File: src/design/rdma_pkg.sv
// Widths, opcode and state enums, and the packed structs of the send-queue front end
package rdma_pkg;

  localparam int QPN_BITS        = 10;
  localparam int PSN_BITS        = 24;
  localparam int VADDR_BITS      = 48;
  localparam int LEN_BITS        = 28;
  localparam int MAX_OUTSTANDING = 8;
  // Holds 0 through MAX_OUTSTANDING
  localparam int CNT_BITS        = 4;

  // User opcode on the send queue
  typedef enum logic [1:0] {
    OP_READ  = 2'd0,
    OP_WRITE = 2'd1,
    OP_SEND  = 2'd2
  } rdma_op_e;

  // RoCE BTH opcodes, RC transport
  typedef enum logic [7:0] {
    BTH_SEND_ONLY  = 8'h04,
    BTH_WRITE_ONLY = 8'h0A,
    BTH_READ_REQ   = 8'h0C
  } bth_op_e;

  typedef enum logic {
    ST_IDLE,
    ST_ISSUE
  } sq_state_e;

  typedef struct packed {
    rdma_op_e              op;
    logic [QPN_BITS-1:0]   qpn;
    logic [VADDR_BITS-1:0] vaddr;
    logic [LEN_BITS-1:0]   len;
  } rdma_sq_t;

  typedef struct packed {
    rdma_sq_t            req;
    logic [PSN_BITS-1:0] psn;
  } rdma_issue_t;

  typedef struct packed {
    logic [VADDR_BITS-1:0] vaddr;
    logic [LEN_BITS-1:0]   len;
    logic [QPN_BITS-1:0]   qpn;
  } mem_cmd_t;

  typedef struct packed {
    bth_op_e             bth_op;
    logic [QPN_BITS-1:0] qpn;
    logic [PSN_BITS-1:0] psn;
    logic [LEN_BITS-1:0] len;
    logic [31:0]         src_ip;
  } tx_hdr_t;

  typedef struct packed {
    logic [QPN_BITS-1:0] qpn;
    logic [PSN_BITS-1:0] psn;
    logic                is_nak;
    logic [7:0]          chk;
  } ack_pkt_t;

  typedef struct packed {
    logic [QPN_BITS-1:0] qpn;
    logic [PSN_BITS-1:0] psn;
    logic                is_nak;
  } ack_meta_t;

endpackage

File: src/design/mem_cmd_gen.sv
// Memory command generator that routes issued requests to the read or write port
`timescale 1ns/1ps

module mem_cmd_gen (
  input  logic                   nclk,
  input  logic                   nresetn,
  input  rdma_pkg::rdma_issue_t  issue,
  input  logic                   issue_valid,
  output logic                   issue_ready,
  output rdma_pkg::mem_cmd_t     m_mem_rd,
  output logic                   m_mem_rd_valid,
  input  logic                   m_mem_rd_ready,
  output rdma_pkg::mem_cmd_t     m_mem_wr,
  output logic                   m_mem_wr_valid,
  input  logic                   m_mem_wr_ready
);

  rdma_pkg::mem_cmd_t              cmd;
  logic [rdma_pkg::PSN_BITS-1:0]   last_psn;
  logic                            seen, dup, take, draining;

  // Request stays on the issue link until the header side has it too
  assign dup         = seen && (issue.psn == last_psn);
  assign draining    = (m_mem_rd_valid & m_mem_rd_ready) | (m_mem_wr_valid & m_mem_wr_ready);
  assign issue_ready = ((~m_mem_rd_valid & ~m_mem_wr_valid) | draining) & ~dup;
  assign take        = issue_valid & issue_ready;

  assign m_mem_rd = cmd;
  assign m_mem_wr = cmd;

  always_ff @(posedge nclk) begin
    if (!nresetn) begin
      m_mem_rd_valid <= 1'b0;
      m_mem_wr_valid <= 1'b0;
      seen           <= 1'b0;
    end else if (take) begin
      // READ lands the response, WRITE and SEND fetch the payload
      m_mem_rd_valid <= (issue.req.op != rdma_pkg::OP_READ);
      m_mem_wr_valid <= (issue.req.op == rdma_pkg::OP_READ);
      seen           <= 1'b1;
    end else if (draining) begin
      m_mem_rd_valid <= 1'b0;
      m_mem_wr_valid <= 1'b0;
    end
  end

  always_ff @(posedge nclk) begin
    if (take) begin
      cmd.vaddr <= issue.req.vaddr;
      cmd.len   <= issue.req.len;
      cmd.qpn   <= issue.req.qpn;
      last_psn  <= issue.psn;
    end
  end

endmodule

File: src/design/rdma_sq_ctrl.sv
// Send-queue control FSM with outstanding limit, PSN assignment and issue handoff
`timescale 1ns/1ps

module rdma_sq_ctrl (
  input  logic                   nclk,
  input  logic                   nresetn,
  input  rdma_pkg::rdma_sq_t     s_sq,
  input  logic                   s_sq_valid,
  output logic                   s_sq_ready,
  output rdma_pkg::rdma_issue_t  issue,
  output logic                   issue_valid,
  input  logic                   mem_issue_ready,
  input  logic                   hdr_issue_ready,
  input  logic                   ack_done
);

  rdma_pkg::sq_state_e             state, state_n;
  logic [rdma_pkg::CNT_BITS-1:0]   cnt, cnt_n;
  logic [rdma_pkg::PSN_BITS-1:0]   next_psn;
  logic                            mem_taken, hdr_taken;
  logic                            sq_fire, mem_done, hdr_done;

  assign issue_valid = (state == rdma_pkg::ST_ISSUE);
  assign sq_fire     = s_sq_valid & s_sq_ready;

  // A side counts as done once it has taken the request, now or earlier
  assign mem_done = mem_taken | (issue_valid & mem_issue_ready);
  assign hdr_done = hdr_taken | (issue_valid & hdr_issue_ready);

  always_comb begin
    state_n = state;
    case (state)
      rdma_pkg::ST_IDLE: begin
        if (sq_fire) state_n = rdma_pkg::ST_ISSUE;
      end
      rdma_pkg::ST_ISSUE: begin
        if (mem_done && hdr_done) state_n = rdma_pkg::ST_IDLE;
      end
      default: state_n = rdma_pkg::ST_IDLE;
    endcase
  end

  // Admit and ack in the same cycle cancel out
  always_comb begin
    case ({sq_fire, ack_done})
      2'b10:   cnt_n = cnt + 1'b1;
      2'b01:   cnt_n = cnt - 1'b1;
      default: cnt_n = cnt;
    endcase
  end

  always_ff @(posedge nclk) begin
    if (!nresetn) begin
      state      <= rdma_pkg::ST_IDLE;
      cnt        <= '0;
      next_psn   <= '0;
      mem_taken  <= 1'b0;
      hdr_taken  <= 1'b0;
      s_sq_ready <= 1'b0;
    end else begin
      state      <= state_n;
      cnt        <= cnt_n;
      // Ready follows the next state so it matches IDLE and below limit
      s_sq_ready <= (state_n == rdma_pkg::ST_IDLE) && (cnt_n < rdma_pkg::MAX_OUTSTANDING);
      if (sq_fire) next_psn <= next_psn + 1'b1;
      if (state_n == rdma_pkg::ST_IDLE) begin
        mem_taken <= 1'b0;
        hdr_taken <= 1'b0;
      end else begin
        mem_taken <= mem_done;
        hdr_taken <= hdr_done;
      end
    end
  end

  // Request payload, stamped with its PSN on admission
  always_ff @(posedge nclk) begin
    if (sq_fire) begin
      issue.req <= s_sq;
      issue.psn <= next_psn;
    end
  end

endmodule

File: src/design/rdma_sq_top.sv
// Send-queue front end top level wiring control, command, header and ack blocks
`timescale 1ns/1ps

module rdma_sq_top (
  input  logic                nclk,
  input  logic                nresetn,
  input  rdma_pkg::rdma_sq_t  s_sq,
  input  logic                s_sq_valid,
  output logic                s_sq_ready,
  output rdma_pkg::mem_cmd_t  m_mem_rd,
  output logic                m_mem_rd_valid,
  input  logic                m_mem_rd_ready,
  output rdma_pkg::mem_cmd_t  m_mem_wr,
  output logic                m_mem_wr_valid,
  input  logic                m_mem_wr_ready,
  output rdma_pkg::tx_hdr_t   m_tx_hdr,
  output logic                m_tx_hdr_valid,
  input  logic                m_tx_hdr_ready,
  input  rdma_pkg::ack_pkt_t  s_ack,
  input  logic                s_ack_valid,
  output logic                s_ack_ready,
  output rdma_pkg::ack_meta_t m_ack,
  output logic                m_ack_valid,
  input  logic [31:0]         local_ip,
  output logic [31:0]         crc_drop_count,
  output logic [31:0]         psn_drop_count
);

  rdma_pkg::rdma_issue_t issue;
  logic                  issue_valid;
  logic                  mem_issue_ready;
  logic                  hdr_issue_ready;
  logic                  ack_done;

  rdma_sq_ctrl u_ctrl (
    .nclk            (nclk),
    .nresetn         (nresetn),
    .s_sq            (s_sq),
    .s_sq_valid      (s_sq_valid),
    .s_sq_ready      (s_sq_ready),
    .issue           (issue),
    .issue_valid     (issue_valid),
    .mem_issue_ready (mem_issue_ready),
    .hdr_issue_ready (hdr_issue_ready),
    .ack_done        (ack_done)
  );

  mem_cmd_gen u_mem_cmd (
    .nclk           (nclk),
    .nresetn        (nresetn),
    .issue          (issue),
    .issue_valid    (issue_valid),
    .issue_ready    (mem_issue_ready),
    .m_mem_rd       (m_mem_rd),
    .m_mem_rd_valid (m_mem_rd_valid),
    .m_mem_rd_ready (m_mem_rd_ready),
    .m_mem_wr       (m_mem_wr),
    .m_mem_wr_valid (m_mem_wr_valid),
    .m_mem_wr_ready (m_mem_wr_ready)
  );

  tx_hdr_gen u_tx_hdr (
    .nclk           (nclk),
    .nresetn        (nresetn),
    .issue          (issue),
    .issue_valid    (issue_valid),
    .issue_ready    (hdr_issue_ready),
    .local_ip       (local_ip),
    .m_tx_hdr       (m_tx_hdr),
    .m_tx_hdr_valid (m_tx_hdr_valid),
    .m_tx_hdr_ready (m_tx_hdr_ready)
  );

  rx_ack_check u_ack (
    .nclk           (nclk),
    .nresetn        (nresetn),
    .s_ack          (s_ack),
    .s_ack_valid    (s_ack_valid),
    .s_ack_ready    (s_ack_ready),
    .m_ack          (m_ack),
    .m_ack_valid    (m_ack_valid),
    .ack_done       (ack_done),
    .crc_drop_count (crc_drop_count),
    .psn_drop_count (psn_drop_count)
  );

endmodule

File: src/design/rx_ack_check.sv
// Acknowledgement checker with byte checksum, expected PSN and drop counters
`timescale 1ns/1ps

module rx_ack_check (
  input  logic                nclk,
  input  logic                nresetn,
  input  rdma_pkg::ack_pkt_t  s_ack,
  input  logic                s_ack_valid,
  output logic                s_ack_ready,
  output rdma_pkg::ack_meta_t m_ack,
  output logic                m_ack_valid,
  output logic                ack_done,
  output logic [31:0]         crc_drop_count,
  output logic [31:0]         psn_drop_count
);

  logic [rdma_pkg::PSN_BITS-1:0] exp_psn;
  logic [15:0]                   qpn_ext;
  logic [7:0]                    chk_calc;
  logic                          chk_ok, psn_ok;

  // Acks are never back-pressured
  assign s_ack_ready = 1'b1;

  // XOR over qpn as two bytes, then the three psn bytes
  assign qpn_ext  = 16'(s_ack.qpn);
  assign chk_calc = qpn_ext[15:8] ^ qpn_ext[7:0] ^
                    s_ack.psn[23:16] ^ s_ack.psn[15:8] ^ s_ack.psn[7:0];
  assign chk_ok   = (chk_calc == s_ack.chk);
  assign psn_ok   = (s_ack.psn == exp_psn);

  // Every forwarded ack, NAK included, retires one request
  assign ack_done = m_ack_valid;

  always_ff @(posedge nclk) begin
    if (!nresetn) begin
      m_ack_valid    <= 1'b0;
      exp_psn        <= '0;
      crc_drop_count <= '0;
      psn_drop_count <= '0;
    end else begin
      m_ack_valid <= 1'b0;
      if (s_ack_valid) begin
        if (!chk_ok) begin
          crc_drop_count <= crc_drop_count + 1'b1;
        end else if (!psn_ok) begin
          psn_drop_count <= psn_drop_count + 1'b1;
        end else begin
          m_ack_valid <= 1'b1;
          exp_psn     <= exp_psn + 1'b1;
        end
      end
    end
  end

  always_ff @(posedge nclk) begin
    if (s_ack_valid && chk_ok && psn_ok) begin
      m_ack.qpn    <= s_ack.qpn;
      m_ack.psn    <= s_ack.psn;
      m_ack.is_nak <= s_ack.is_nak;
    end
  end

endmodule

File: src/design/tx_hdr_gen.sv
// Transmit header generator with user-to-wire opcode mapping
`timescale 1ns/1ps

module tx_hdr_gen (
  input  logic                   nclk,
  input  logic                   nresetn,
  input  rdma_pkg::rdma_issue_t  issue,
  input  logic                   issue_valid,
  output logic                   issue_ready,
  input  logic [31:0]            local_ip,
  output rdma_pkg::tx_hdr_t      m_tx_hdr,
  output logic                   m_tx_hdr_valid,
  input  logic                   m_tx_hdr_ready
);

  rdma_pkg::bth_op_e               bth_op;
  logic [rdma_pkg::PSN_BITS-1:0]   last_psn;
  logic                            seen, dup, take;

  always_comb begin
    case (issue.req.op)
      rdma_pkg::OP_READ:  bth_op = rdma_pkg::BTH_READ_REQ;
      rdma_pkg::OP_WRITE: bth_op = rdma_pkg::BTH_WRITE_ONLY;
      default:            bth_op = rdma_pkg::BTH_SEND_ONLY;
    endcase
  end

  // Ignore a request already taken, PSNs are unique per issue
  assign dup         = seen && (issue.psn == last_psn);
  assign issue_ready = (~m_tx_hdr_valid | m_tx_hdr_ready) & ~dup;
  assign take        = issue_valid & issue_ready;

  always_ff @(posedge nclk) begin
    if (!nresetn) begin
      m_tx_hdr_valid <= 1'b0;
      seen           <= 1'b0;
    end else if (take) begin
      m_tx_hdr_valid <= 1'b1;
      seen           <= 1'b1;
    end else if (m_tx_hdr_ready) begin
      m_tx_hdr_valid <= 1'b0;
    end
  end

  always_ff @(posedge nclk) begin
    if (take) begin
      m_tx_hdr.bth_op <= bth_op;
      m_tx_hdr.qpn    <= issue.req.qpn;
      m_tx_hdr.psn    <= issue.psn;
      m_tx_hdr.len    <= issue.req.len;
      // IPv4 source only
      m_tx_hdr.src_ip <= local_ip;
      last_psn        <= issue.psn;
    end
  end

endmodule

File: config.mk
export PLATFORM = sky130hd
export DESIGN_NAME = rdma_sq_top
export DESIGN_NICKNAME = d
export VERILOG_FILES = /design/src/design/rdma_pkg.sv /design/src/design/mem_cmd_gen.sv /design/src/design/rdma_sq_ctrl.sv /design/src/design/rdma_sq_top.sv /design/src/design/rx_ack_check.sv /design/src/design/tx_hdr_gen.sv
export SDC_FILE = /design/constraint.sdc
export NUM_CORES = 1
export LEC_CHECK = 0
export BUFFER_PORTS_ARGS = -buffer_cell sky130_fd_sc_hd__buf_2
export CAP_MARGIN = 20
export CORE_UTILIZATION = 40
export CTS_BUF_LIST = sky130_fd_sc_hd__clkbuf_4
export DETAILED_ROUTE_END_ITERATION = 6
export GPL_TIMING_DRIVEN = 0
export PLACE_DENSITY = 0.67
export RECOVER_POWER = 50
export SLEW_MARGIN = 10
export SYNTH_ARGS = -nofsm -noshare
export SYNTH_HDL_FRONTEND = slang
export SYNTH_SLANG_ARGS = --single-unit
File: constraint.sdc
create_clock -name nclk -period 10.2 [get_ports nclk]
set_input_delay 1.02 -clock nclk [delete_from_list [all_inputs] [get_ports nclk]]
set_output_delay 1.02 -clock nclk [all_outputs]
set_load 0.01 [all_outputs]
# Yosys cells after proc, flatten, opt, wreduce, memory -nomap -nowiden
# Cells that the tools add are included.
[totals]
regBits = 485
output_inout_bits = 379
[op_classes]
add_sub_neg = 6
n_lt_le_gt_ge = 1
eq_ne = 7
n_mux = 11
bitwise = 26
n_reduce_logical = 15
[op_table]
columns = ["operator", "count"]
rows = [
  ["24-bit == test", 3],
  ["32-bit by 1-bit adder with 32-bit output (second input constant)", 2],
  ["24-bit by 1-bit adder with 24-bit output (second input constant)", 2],
  ["8-bit XOR", 3],
  ["4-bit case mux with 2 select lines", 2],
  ["1-bit inverter", 9],
  ["3-bit AND reduction", 3],
  ["1-bit AND", 8],
  ["8-bit == test", 1],
  ["1-bit two-way mux", 8],
  ["2-bit by 8-bit XOR with 8-bit output", 1],
  ["1-bit logical AND", 6],
  ["2-bit nonzero test", 3],
  ["1-bit bitwise OR", 5],
  ["4-bit by 1-bit adder with 4-bit output (second input constant)", 1],
  ["2-bit by 1-bit == test with 1-bit output (second input constant)", 2],
  ["4-bit less-than comparator (second input constant)", 1],
  ["2-bit AND reduction", 2],
  ["4-bit by 1-bit subtractor with 4-bit output (second input constant)", 1],
  ["2-bit == test (second input constant)", 1],
  ["2-bit zero test", 1],
  ["1-bit case mux with 2 select lines", 1],
]

# Depth between registers and ports, before layout
# Gate-level depths: netlist of run 1.
[logic_depth]
ltp_word = 11
depth_mapped = 9
mapped_depth_nobuf = 9

# Cells and area by module
# A second synthesis of run 1 with hierarchy kept.
[hier_totals]
cells_unflattened = 1367
hier_area_um2 = 19070.8
[modules_own_cells]
columns = ["mod", "n_inst", "cells_per_inst", "area_per_inst_um2", "seq_area_each_um2"]
rows = [
  ["rx_ack_check", 1, 668, 6408.6, 2832.7],
  ["rdma_sq_ctrl", 1, 292, 4912.2, 4003.8],
  ["mem_cmd_gen", 1, 258, 4425.5, 3363.2],
  ["tx_hdr_gen", 1, 149, 3324.4, 2952.8],
]

# Least setup slack after synthesis of run 1
# OpenSTA, ideal clock, no wires.
[synth_timing]
path_kind = "input -> register"
startpoint = "input port m_tx_hdr_ready"
endpoint = "register u_ctrl.s_sq_ready"
setup_time_ns = 0.124
arrival_ns = 9.424
required_ns = 10.076
setup_slack_ns = 0.652
stages = 4
cell_sequence = "inv_1 a221oi_1 o22ai_1 a2111oi_0"
[synth_between]
elab_chain_cells = 9
[synth_rtl]
columns = ["element", "line_no", "text"]
rows = [
  ["start, declared", "rdma_sq_top.sv:18", "input logic m_tx_hdr_ready,"],
  ["1-bit bitwise OR", "tx_hdr_gen.sv:30", "assign issue_ready = (~m_tx_hdr_valid | m_tx_hdr_ready) & ~dup;"],
  ["1-bit AND", "tx_hdr_gen.sv:30", ""],
  ["1-bit AND", "-", ""],
  ["net u_tx_hdr.take", "tx_hdr_gen.sv:18", "logic seen, dup, take;"],
  ["1-bit bitwise OR", "rdma_sq_ctrl.sv:28", "assign hdr_done = hdr_taken | (issue_valid & hdr_issue_ready);"],
  ["1-bit logical AND", "rdma_sq_ctrl.sv:37", "if (mem_done && hdr_done) state_n = rdma_pkg::ST_IDLE;"],
  ["1-bit two-way mux", "rdma_sq_ctrl.sv:37", ""],
  ["1-bit case mux with 2 select lines", "rdma_sq_ctrl.sv:32", "case (state)"],
  ["1-bit inverter", "rdma_sq_ctrl.sv:64", "s_sq_ready <= (state_n == rdma_pkg::ST_IDLE) && (cnt_n < rdma_pkg::MAX_OUTSTANDING);"],
  ["1-bit logical AND", "rdma_sq_ctrl.sv:64", ""],
  ["end signal, assigned", "rdma_sq_ctrl.sv:64", ""],
  ["end, declared", "rdma_sq_ctrl.sv:9", "output logic s_sq_ready,"],
]
# The timed path passes the listed nets, and every way through them passes these cells.
# A chain may end at the register's enable or synchronous reset.

# Worst setup path after layout of run 1
[layout_timing]
startpoint = "register u_ctrl.s_sq_ready"
endpoint = "register u_ctrl.next_psn[17] (netlist name)"
[layout_between]
elab_chain_cells = 1
[layout_rtl]
columns = ["element", "line_no", "text"]
rows = [
  ["1-bit AND", "rdma_sq_ctrl.sv:24", "assign sq_fire = s_sq_valid & s_sq_ready;"],
  ["net u_ctrl.sq_fire", "rdma_sq_ctrl.sv:21", "logic sq_fire, mem_done, hdr_done;"],
  ["end signal, assigned", "rdma_sq_ctrl.sv:65", "if (sq_fire) next_psn <= next_psn + 1'b1;"],
  ["end, declared", "rdma_sq_ctrl.sv:19", "logic [rdma_pkg::PSN_BITS-1:0] next_psn;"],
]
# The timed path passes the listed nets, and every way through them passes these cells.

==> results of run 1 <==
area by class of cell:
class | instances | area [um2]
Antenna cell | 3 | 7.507
Buffer | 128 | 837.1
Clock buffer | 184 | 1381
Clock inverter | 40 | 226.5
Fill cell | 3983 | 21790
Inverter | 25 | 95.09
Multi-Input combinational cell | 681 | 4508
Sequential cell | 480 | 13150
Tap cell | 600 | 750.7
Timing Repair Buffer | 555 | 2823
flip-flops by register name, indices dropped and copies added, names as in the netlist:
signal                    flops
u_ctrl.hdr_taken              1
u_ack.crc_drop_count         32
u_mem_cmd.seen                1
u_tx_hdr.m_tx_hdr_valid       1
u_ack.ack_done                1
u_mem_cmd.m_mem_wr_valid      1
u_mem_cmd.m_mem_rd_valid      1
u_ctrl.issue                112
u_ack.m_ack                  35
u_ctrl.s_sq_ready             1
u_ctrl.next_psn              24
u_tx_hdr.seen                 1
u_mem_cmd.m_mem_rd           86
u_ack.psn_drop_count         32
u_ack.exp_psn                24
u_ctrl.issue_valid            1
u_ctrl.mem_taken              1
u_tx_hdr.m_tx_hdr            97
u_mem_cmd.last_psn           24
u_ctrl.cnt                    4
where the power goes:
group	internal (uW)	switching (uW)	total (uW)	leakage, uW
registers	2180	40.7	2220	0.00426
clock network	855	784	1640	0.000955
logic	125	161	286	0.00404
logic make-up after synthesis:
family | synth area share (%)
compound gates | 4.312
xor+xnor | 6.536
fa+ha+maj | 0.5795
buf+inv | 5.013
flops | 70.83
mux | 1.941
other cells | 0.04044
simple gates | 10.75
worst max-delay path by stage:
stage / slack [ns] / cells past startpoint / start / end
after floorplan: 0.65 / 4 / m_tx_hdr_ready / u_ctrl.s_sq_ready$_SDFF_PN0_
after global placement: -3.50 / 5 / m_tx_hdr_ready / u_ctrl.s_sq_ready$_SDFF_PN0_
after detailed placement: 6.24 / 9 / s_ack[15] / u_ack.crc_drop_count[2]$_SDFFE_PN0P_
after CTS: 7.11 / 8 / u_ctrl.s_sq_ready$_SDFF_PN0_ / u_ctrl.next_psn[17]$_SDFFE_PN0P_
after global routing: 5.24 / 8 / u_ctrl.s_sq_ready$_SDFF_PN0_ / u_ctrl.next_psn[19]$_SDFFE_PN0P_
final: 5.70 / 8 / u_ctrl.s_sq_ready$_SDFF_PN0_ / u_ctrl.next_psn[17]$_SDFFE_PN0P_
worst max-delay path, cell delays in order (launching register included):
cell        delay (ns)
dfxtp_1           0.32
nand2_1           0.18
clkinvlp_2        2.08
buf_16            0.90
nand4_1           0.27
nor4_1            0.17
and3_1            0.23
xnor2_1           0.14
nor2_1            0.05
per-layer routing:
metal,global-route usage [%],up-vias,wire [um],part of all wire [%]
met4,8.451,2,1149,2.3
met1,23.32,6240,19310,39
met5,0,-,13,0.026
met3,4.603,88,3018,6.1
li1,-,6211,-,-
met2,36.15,497,26040,53
metrics by stage:
stage / hold slack [ns] / instances / setup TNS [ns] / setup slack (ns)
global route: 0.2458 / 2696 / 0 / 5.244
CTS: 0.2106 / 2693 / 0 / 7.112
floorplan: 0.4003 / 1314 / 0 / 0.6519
finish: 0.3226 / 2696 / 0 / 5.696
detailed placement: 0.4045 / 2469 / 0 / 6.237
global placement: 0.4003 / 2455 / -348.96 / -3.504
cell usage in the layout (no fill, tap or decap), types with 33 or more instances in the layout:
cell type,n
xor2_1,42
clkbuf_1,110
nand4_1,39
nand3_1,33
xnor2_1,76
edfxtp_1,354
mux2i_1,36
a21oi_1,53
dfxtp_1,126
buf_2,470
nand2_1,94
nand2b_1,34
nor2_1,51
clkbuf_4,184
buf_4,92
==> flow_metrics.tcl, run 1 <==
set metrics [dict create \
    status "finished, violations left" \
    violations "max-capacitance violations, max-slew violations" \
    whs_endpoint "u_ctrl.issue[33]$_DFFE_PP_" \
    post-synth-top-area-cell "edfxtp_1" \
    dieArea_um2 47290 \
    syn_inst 1310 \
    gp_congestion 0.8679 \
    ant_nets 0 \
    synth-edff-count 354 \
    required_ns 10.91 \
    cts-root-buf "clkbuf_4" \
    clkLatencyLatePin_ns 0.87 \
    area_growth_syn_to_layout_pct 28.07 \
    dp_hpwl_mm 37.09 \
    reg2reg_slack_ns 5.70 \
    avgRoutedWirePerCell_um 18.37 \
    ys_warn_count 0 \
    antenna_found_initial 7 \
    core_area_um2 45580 \
    crit_fanout 61 \
    reg2reg_depth 8 \
    ioPinCount 549 \
    die_y_um 217.5 \
    htreeDepth 3 \
    fin_nets 2170 \
    fin_crit_sh_pct 44.16 \
    vias 13040 \
    hold_path_class "in2reg" \
    cts.path.max_buffers 3 \
    clock_sinks 480 \
    drv_slew 74 \
    hold_depth 1 \
    wirelength_mm 49.53 \
    yosysTopAreaCellShare_pct 57.25 \
    seq_area_frac_synth_pct 70.83 \
    drt-initial-drc-count 744 \
    grt_usage_pct 20.28 \
    power.density_nw_per_um2 174.3 \
    cts_resized 0 \
    yosysMostFrequentCell "edfxtp_1" \
    final_cell_area_um2 23780 \
    synth.area.top_cells "edfxtp_1, dfxtp_1, buf_4" \
    relSlewSlack_pct -84.17 \
    synth_common_cells "edfxtp_1, dfxtp_1, nand2_1" \
    ys.flop_type "edfxtp_1" \
    cts_setup_buffers 0 \
    fmax_mhz 222.0 \
    leakagePower_uw 0.009257 \
    crit_arrival_ns 5.21 \
    drive_above_1_share_pct 37.27 \
    grt_start_max_net_pins 62 \
    p_total_uw 4146 \
    drc_errors 0 \
    fin_skew_ns 0.05726 \
    maxCapViolCount 2 \
    rows 78 \
    start_kind "flop" \
    rsz0062_at_grt "no" \
    worst_pin_slew_ns 2.747 \
    worstHoldStart "s_sq[9]" \
    syn_area_um2 18570 \
    grt_pass1_vias 12440 \
    setup_viol 0 \
    ctsHoldBuffers 0 \
    worstReg2RegStart "u_ctrl.s_sq_ready$_SDFF_PN0_" \
    place_area_um2 22380 \
    synth_cell_types 52 \
    vias_per_cell 4.836 \
    grt_overflow 0 \
    dr.pass1.iters 5 \
    numPortBuffers 541 \
    timing.rr.end "u_ctrl.next_psn[17]$_SDFFE_PN0P_" \
    cp-end-kind "flop" \
    dieWidth_um 217.5 \
    cts_buffers 121 \
    hold_viol 0 \
    synth_seq_cells 480 \
    path_clk_slew_ns 0.08 \
    peakVddDrop_mv 0.09024 \
    synth.avg_cell_area_um2 14.17 \
    critPathKind "reg2reg" \
    grt_pass1_wl_mm 72.22 \
    post-route-util_pct 52.18 \
    ys_async_sr_fraction_pct 0 \
    initial_core_util_pct 40.74 \
    cts_tree "yes" \
    period_needed_ns 4.504 \
]
No activity file was read; power rests on OpenSTA's default activity.
==> run 2: changes to the inputs <==
PLACE_DENSITY = not set   (was 0.67)
clock period = 4.5 ns   (was 10.2 ns; I/O delays follow)
==> flow_metrics.tcl, run 2 (synthesized netlist as in run 1, its figures left out) <==
set metrics [dict create \
    cts_tree "yes" \
    antenna_found_initial 6 \
    cp-end-kind "flop" \
    fin_crit_sh_pct 71.59 \
    crit_fanout 10 \
    layout.cells.most_common "buf_2" \
    dieArea_um2 47290 \
    wirelength_mm 51.70 \
    maxCapViolCount 0 \
    worst-path-stages 10 \
    drt-initial-drc-count 653 \
    fill_cells 3885 \
    place_area_um2 22360 \
    ioPinCount 549 \
    critPathTopFamily "buffers and inverters" \
    clkLatencyLatePin_ns 0.84 \
    crit_chain "dlygate4sd3_1 > clkbuf_1 > xnor3_1 > xnor2_1 > nand4_1 > o211ai_1 > buf_2 > buf_2 > o21ai_0 > a21oi_1" \
    timing.rr.end "u_ctrl.next_psn[19]$_SDFFE_PN0P_" \
    grt_start_max_net_pins 86 \
    slowest_stage "o211ai_1" \
    core_area_um2 45580 \
    crit_arrival_ns 3.97 \
    p_total_uw 9815 \
    power.density_nw_per_um2 384.9 \
    period_needed_ns 3.222 \
    cts.path.max_buffers 3 \
    grt_overflow 0 \
    reg2reg_slack_ns 1.55 \
    top_register "u_ctrl.issue" \
    drv_slew 0 \
    relSlewSlack_pct 32.57 \
    cts-root-buf "clkbuf_4" \
    worstReg2RegStart "u_ctrl.s_sq_ready$_SDFF_PN0_" \
    start_kind "input port" \
    max_stage_delay_ns 0.77 \
    final_cell_mix "buf_2, edfxtp_1, clkbuf_1" \
    critPathKind "in2reg" \
    drive_above_1_share_pct 31.13 \
    cts_buffers 131 \
    die_y_um 217.5 \
    crit_end "u_ack.crc_drop_count[18]$_SDFFE_PN0P_" \
    worst_pin_slew_ns 1.002 \
    avgRoutedWirePerCell_um 18.06 \
    status "complete, no violations" \
    largest_reg_flops 112 \
    peakVddDrop_mv 0.1936 \
    grt_pass1_wl_mm 76.98 \
    grt_usage_pct 21.64 \
    reg2reg_depth 8 \
    vias 13730 \
    initial_core_util_pct 40.74 \
    grt_pass1_vias 13520 \
    cts_resized 0 \
    numPortBuffers 541 \
    rsz0062_at_grt "no" \
    htreeDepth 4 \
    clock_sinks 480 \
    leakagePower_uw 0.009784 \
    cp-startpoint "s_ack[14]" \
    path_clk_slew_ns 0.06 \
    fin_skew_ns 0.05587 \
    dieWidth_um 217.5 \
    hold_viol 0 \
    drc_errors 0 \
    rows 78 \
    dp_hpwl_mm 37.83 \
    placedCellCount 2469 \
    final_cell_area_um2 25500 \
    hold_path_class "in2reg" \
    worst_slack_ns 1.278 \
    dr.pass1.iters 6 \
    instances_no_fill 2862 \
    area_growth_syn_to_layout_pct 37.33 \
    ant_nets 0 \
    cp_num_buf_inv 4 \
    crit_top_cell "buf_2" \
    post-place-ws_ns 1.215 \
    fmax_mhz 310.4 \
    vias_per_cell 4.797 \
    required_ns 5.24 \
    gp_congestion 0.8395 \
    fin_nets 2341 \
    setup_viol 0 \
]
run 2: cell types whose count changed in the layout (fill, tap and decap cells not counted), moves of 4 or more:
cell | before | now
buf_2 | 470 | 374
buf_8 | 1 | 7
bufinv_16 | 1 | 5
clkbuf_1 | 110 | 198
clkbuf_4 | 184 | 192
clkinv_1 | 25 | 19
clkinv_2 | 7 | 3
dlygate4sd3_1 | 0 | 161
inv_2 | 1 | 6
run 2: layout make-up:
type / count / area, um2 / area share (%)
diodes: 4 / 10.01 / 0.03925
plain buffers: 128 / 837.1 / 3.282
clock buffers: 192 / 1441 / 5.652
clock inverters: 36 / 290.3 / 1.138
inverters: 25 / 98.84 / 0.3876
multi-input cells: 681 / 4537 / 17.79
flip-flops and latches: 480 / 13150 / 51.58
well taps: 600 / 750.7 / 2.944
repair buffers: 716 / 4383 / 17.19
run 2: worst reg2reg max path, stage by stage (launching register included):
cell and delay (ns):
dfxtp_1 0.35, nand2_1 0.19, inv_6 0.33, buf_16 0.40, nand4_1 0.33, nor4_1 0.78
and3_1 0.28, xnor2_1 0.11, nor2_1 0.06
run 2: how the worst min path moves through the flow:
stage	from	slack (ns)	depth (start not counted)	end
floorplan	u_ctrl.issue[52]$_DFFE_PP_	0.40	0	u_mem_cmd.m_mem_rd[38]$_DFFE_PP_
global placement	u_ctrl.issue[70]$_DFFE_PP_	0.40	0	u_mem_cmd.m_mem_rd[56]$_DFFE_PP_
global route	s_sq_valid	0.10	4	u_ctrl.next_psn[1]$_SDFFE_PN0P_
CTS	s_sq_valid	0.02	4	u_ctrl.next_psn[1]$_SDFFE_PN0P_
detailed placement	u_ctrl.issue[56]$_DFFE_PP_	0.40	0	u_mem_cmd.m_mem_rd[42]$_DFFE_PP_
finish	s_sq_valid	0.12	4	u_ctrl.next_psn[1]$_SDFFE_PN0P_
run 2: metrics by stage:
step | hold WS, ns | utilization (%) | TNS (ns)
6_report | 0.1246 | 55.95 | 0
3_3_place_gp | 0.4002 | 48.43 | -147.04
2_1_floorplan | 0.4003 | - | 0
3_5_place_dp | 0.4045 | 49.06 | 0
5_1_grt | 0.1037 | 55.95 | 0
4_1_cts | 0.02323 | 56.39 | 0
run 2: where the power goes:
group	total (uW)	internal, uW	switching (uW)
logic	774	374	400
clock network	4010	2240	1770
registers	5030	4940	89.8
run 2: routing by layer:
layer | up-vias | share of wire, % | wire [um] | global-route usage, %
li1 | 6531 | - | - | -
met1 | 6525 | 38 | 19800 | 24.50
met2 | 559 | 52 | 26890 | 38.27
met3 | 110 | 6.7 | 3475 | 5.411
met4 | 4 | 2.9 | 1510 | 9.789
met5 | - | 0.044 | 23 | 0
run 2: repair_timing:
action | in CTS | in global routing
buffers inserted | 0 | 0
hold buffers | 161 | 0
endpoints found under the hold margin | 161 | 0
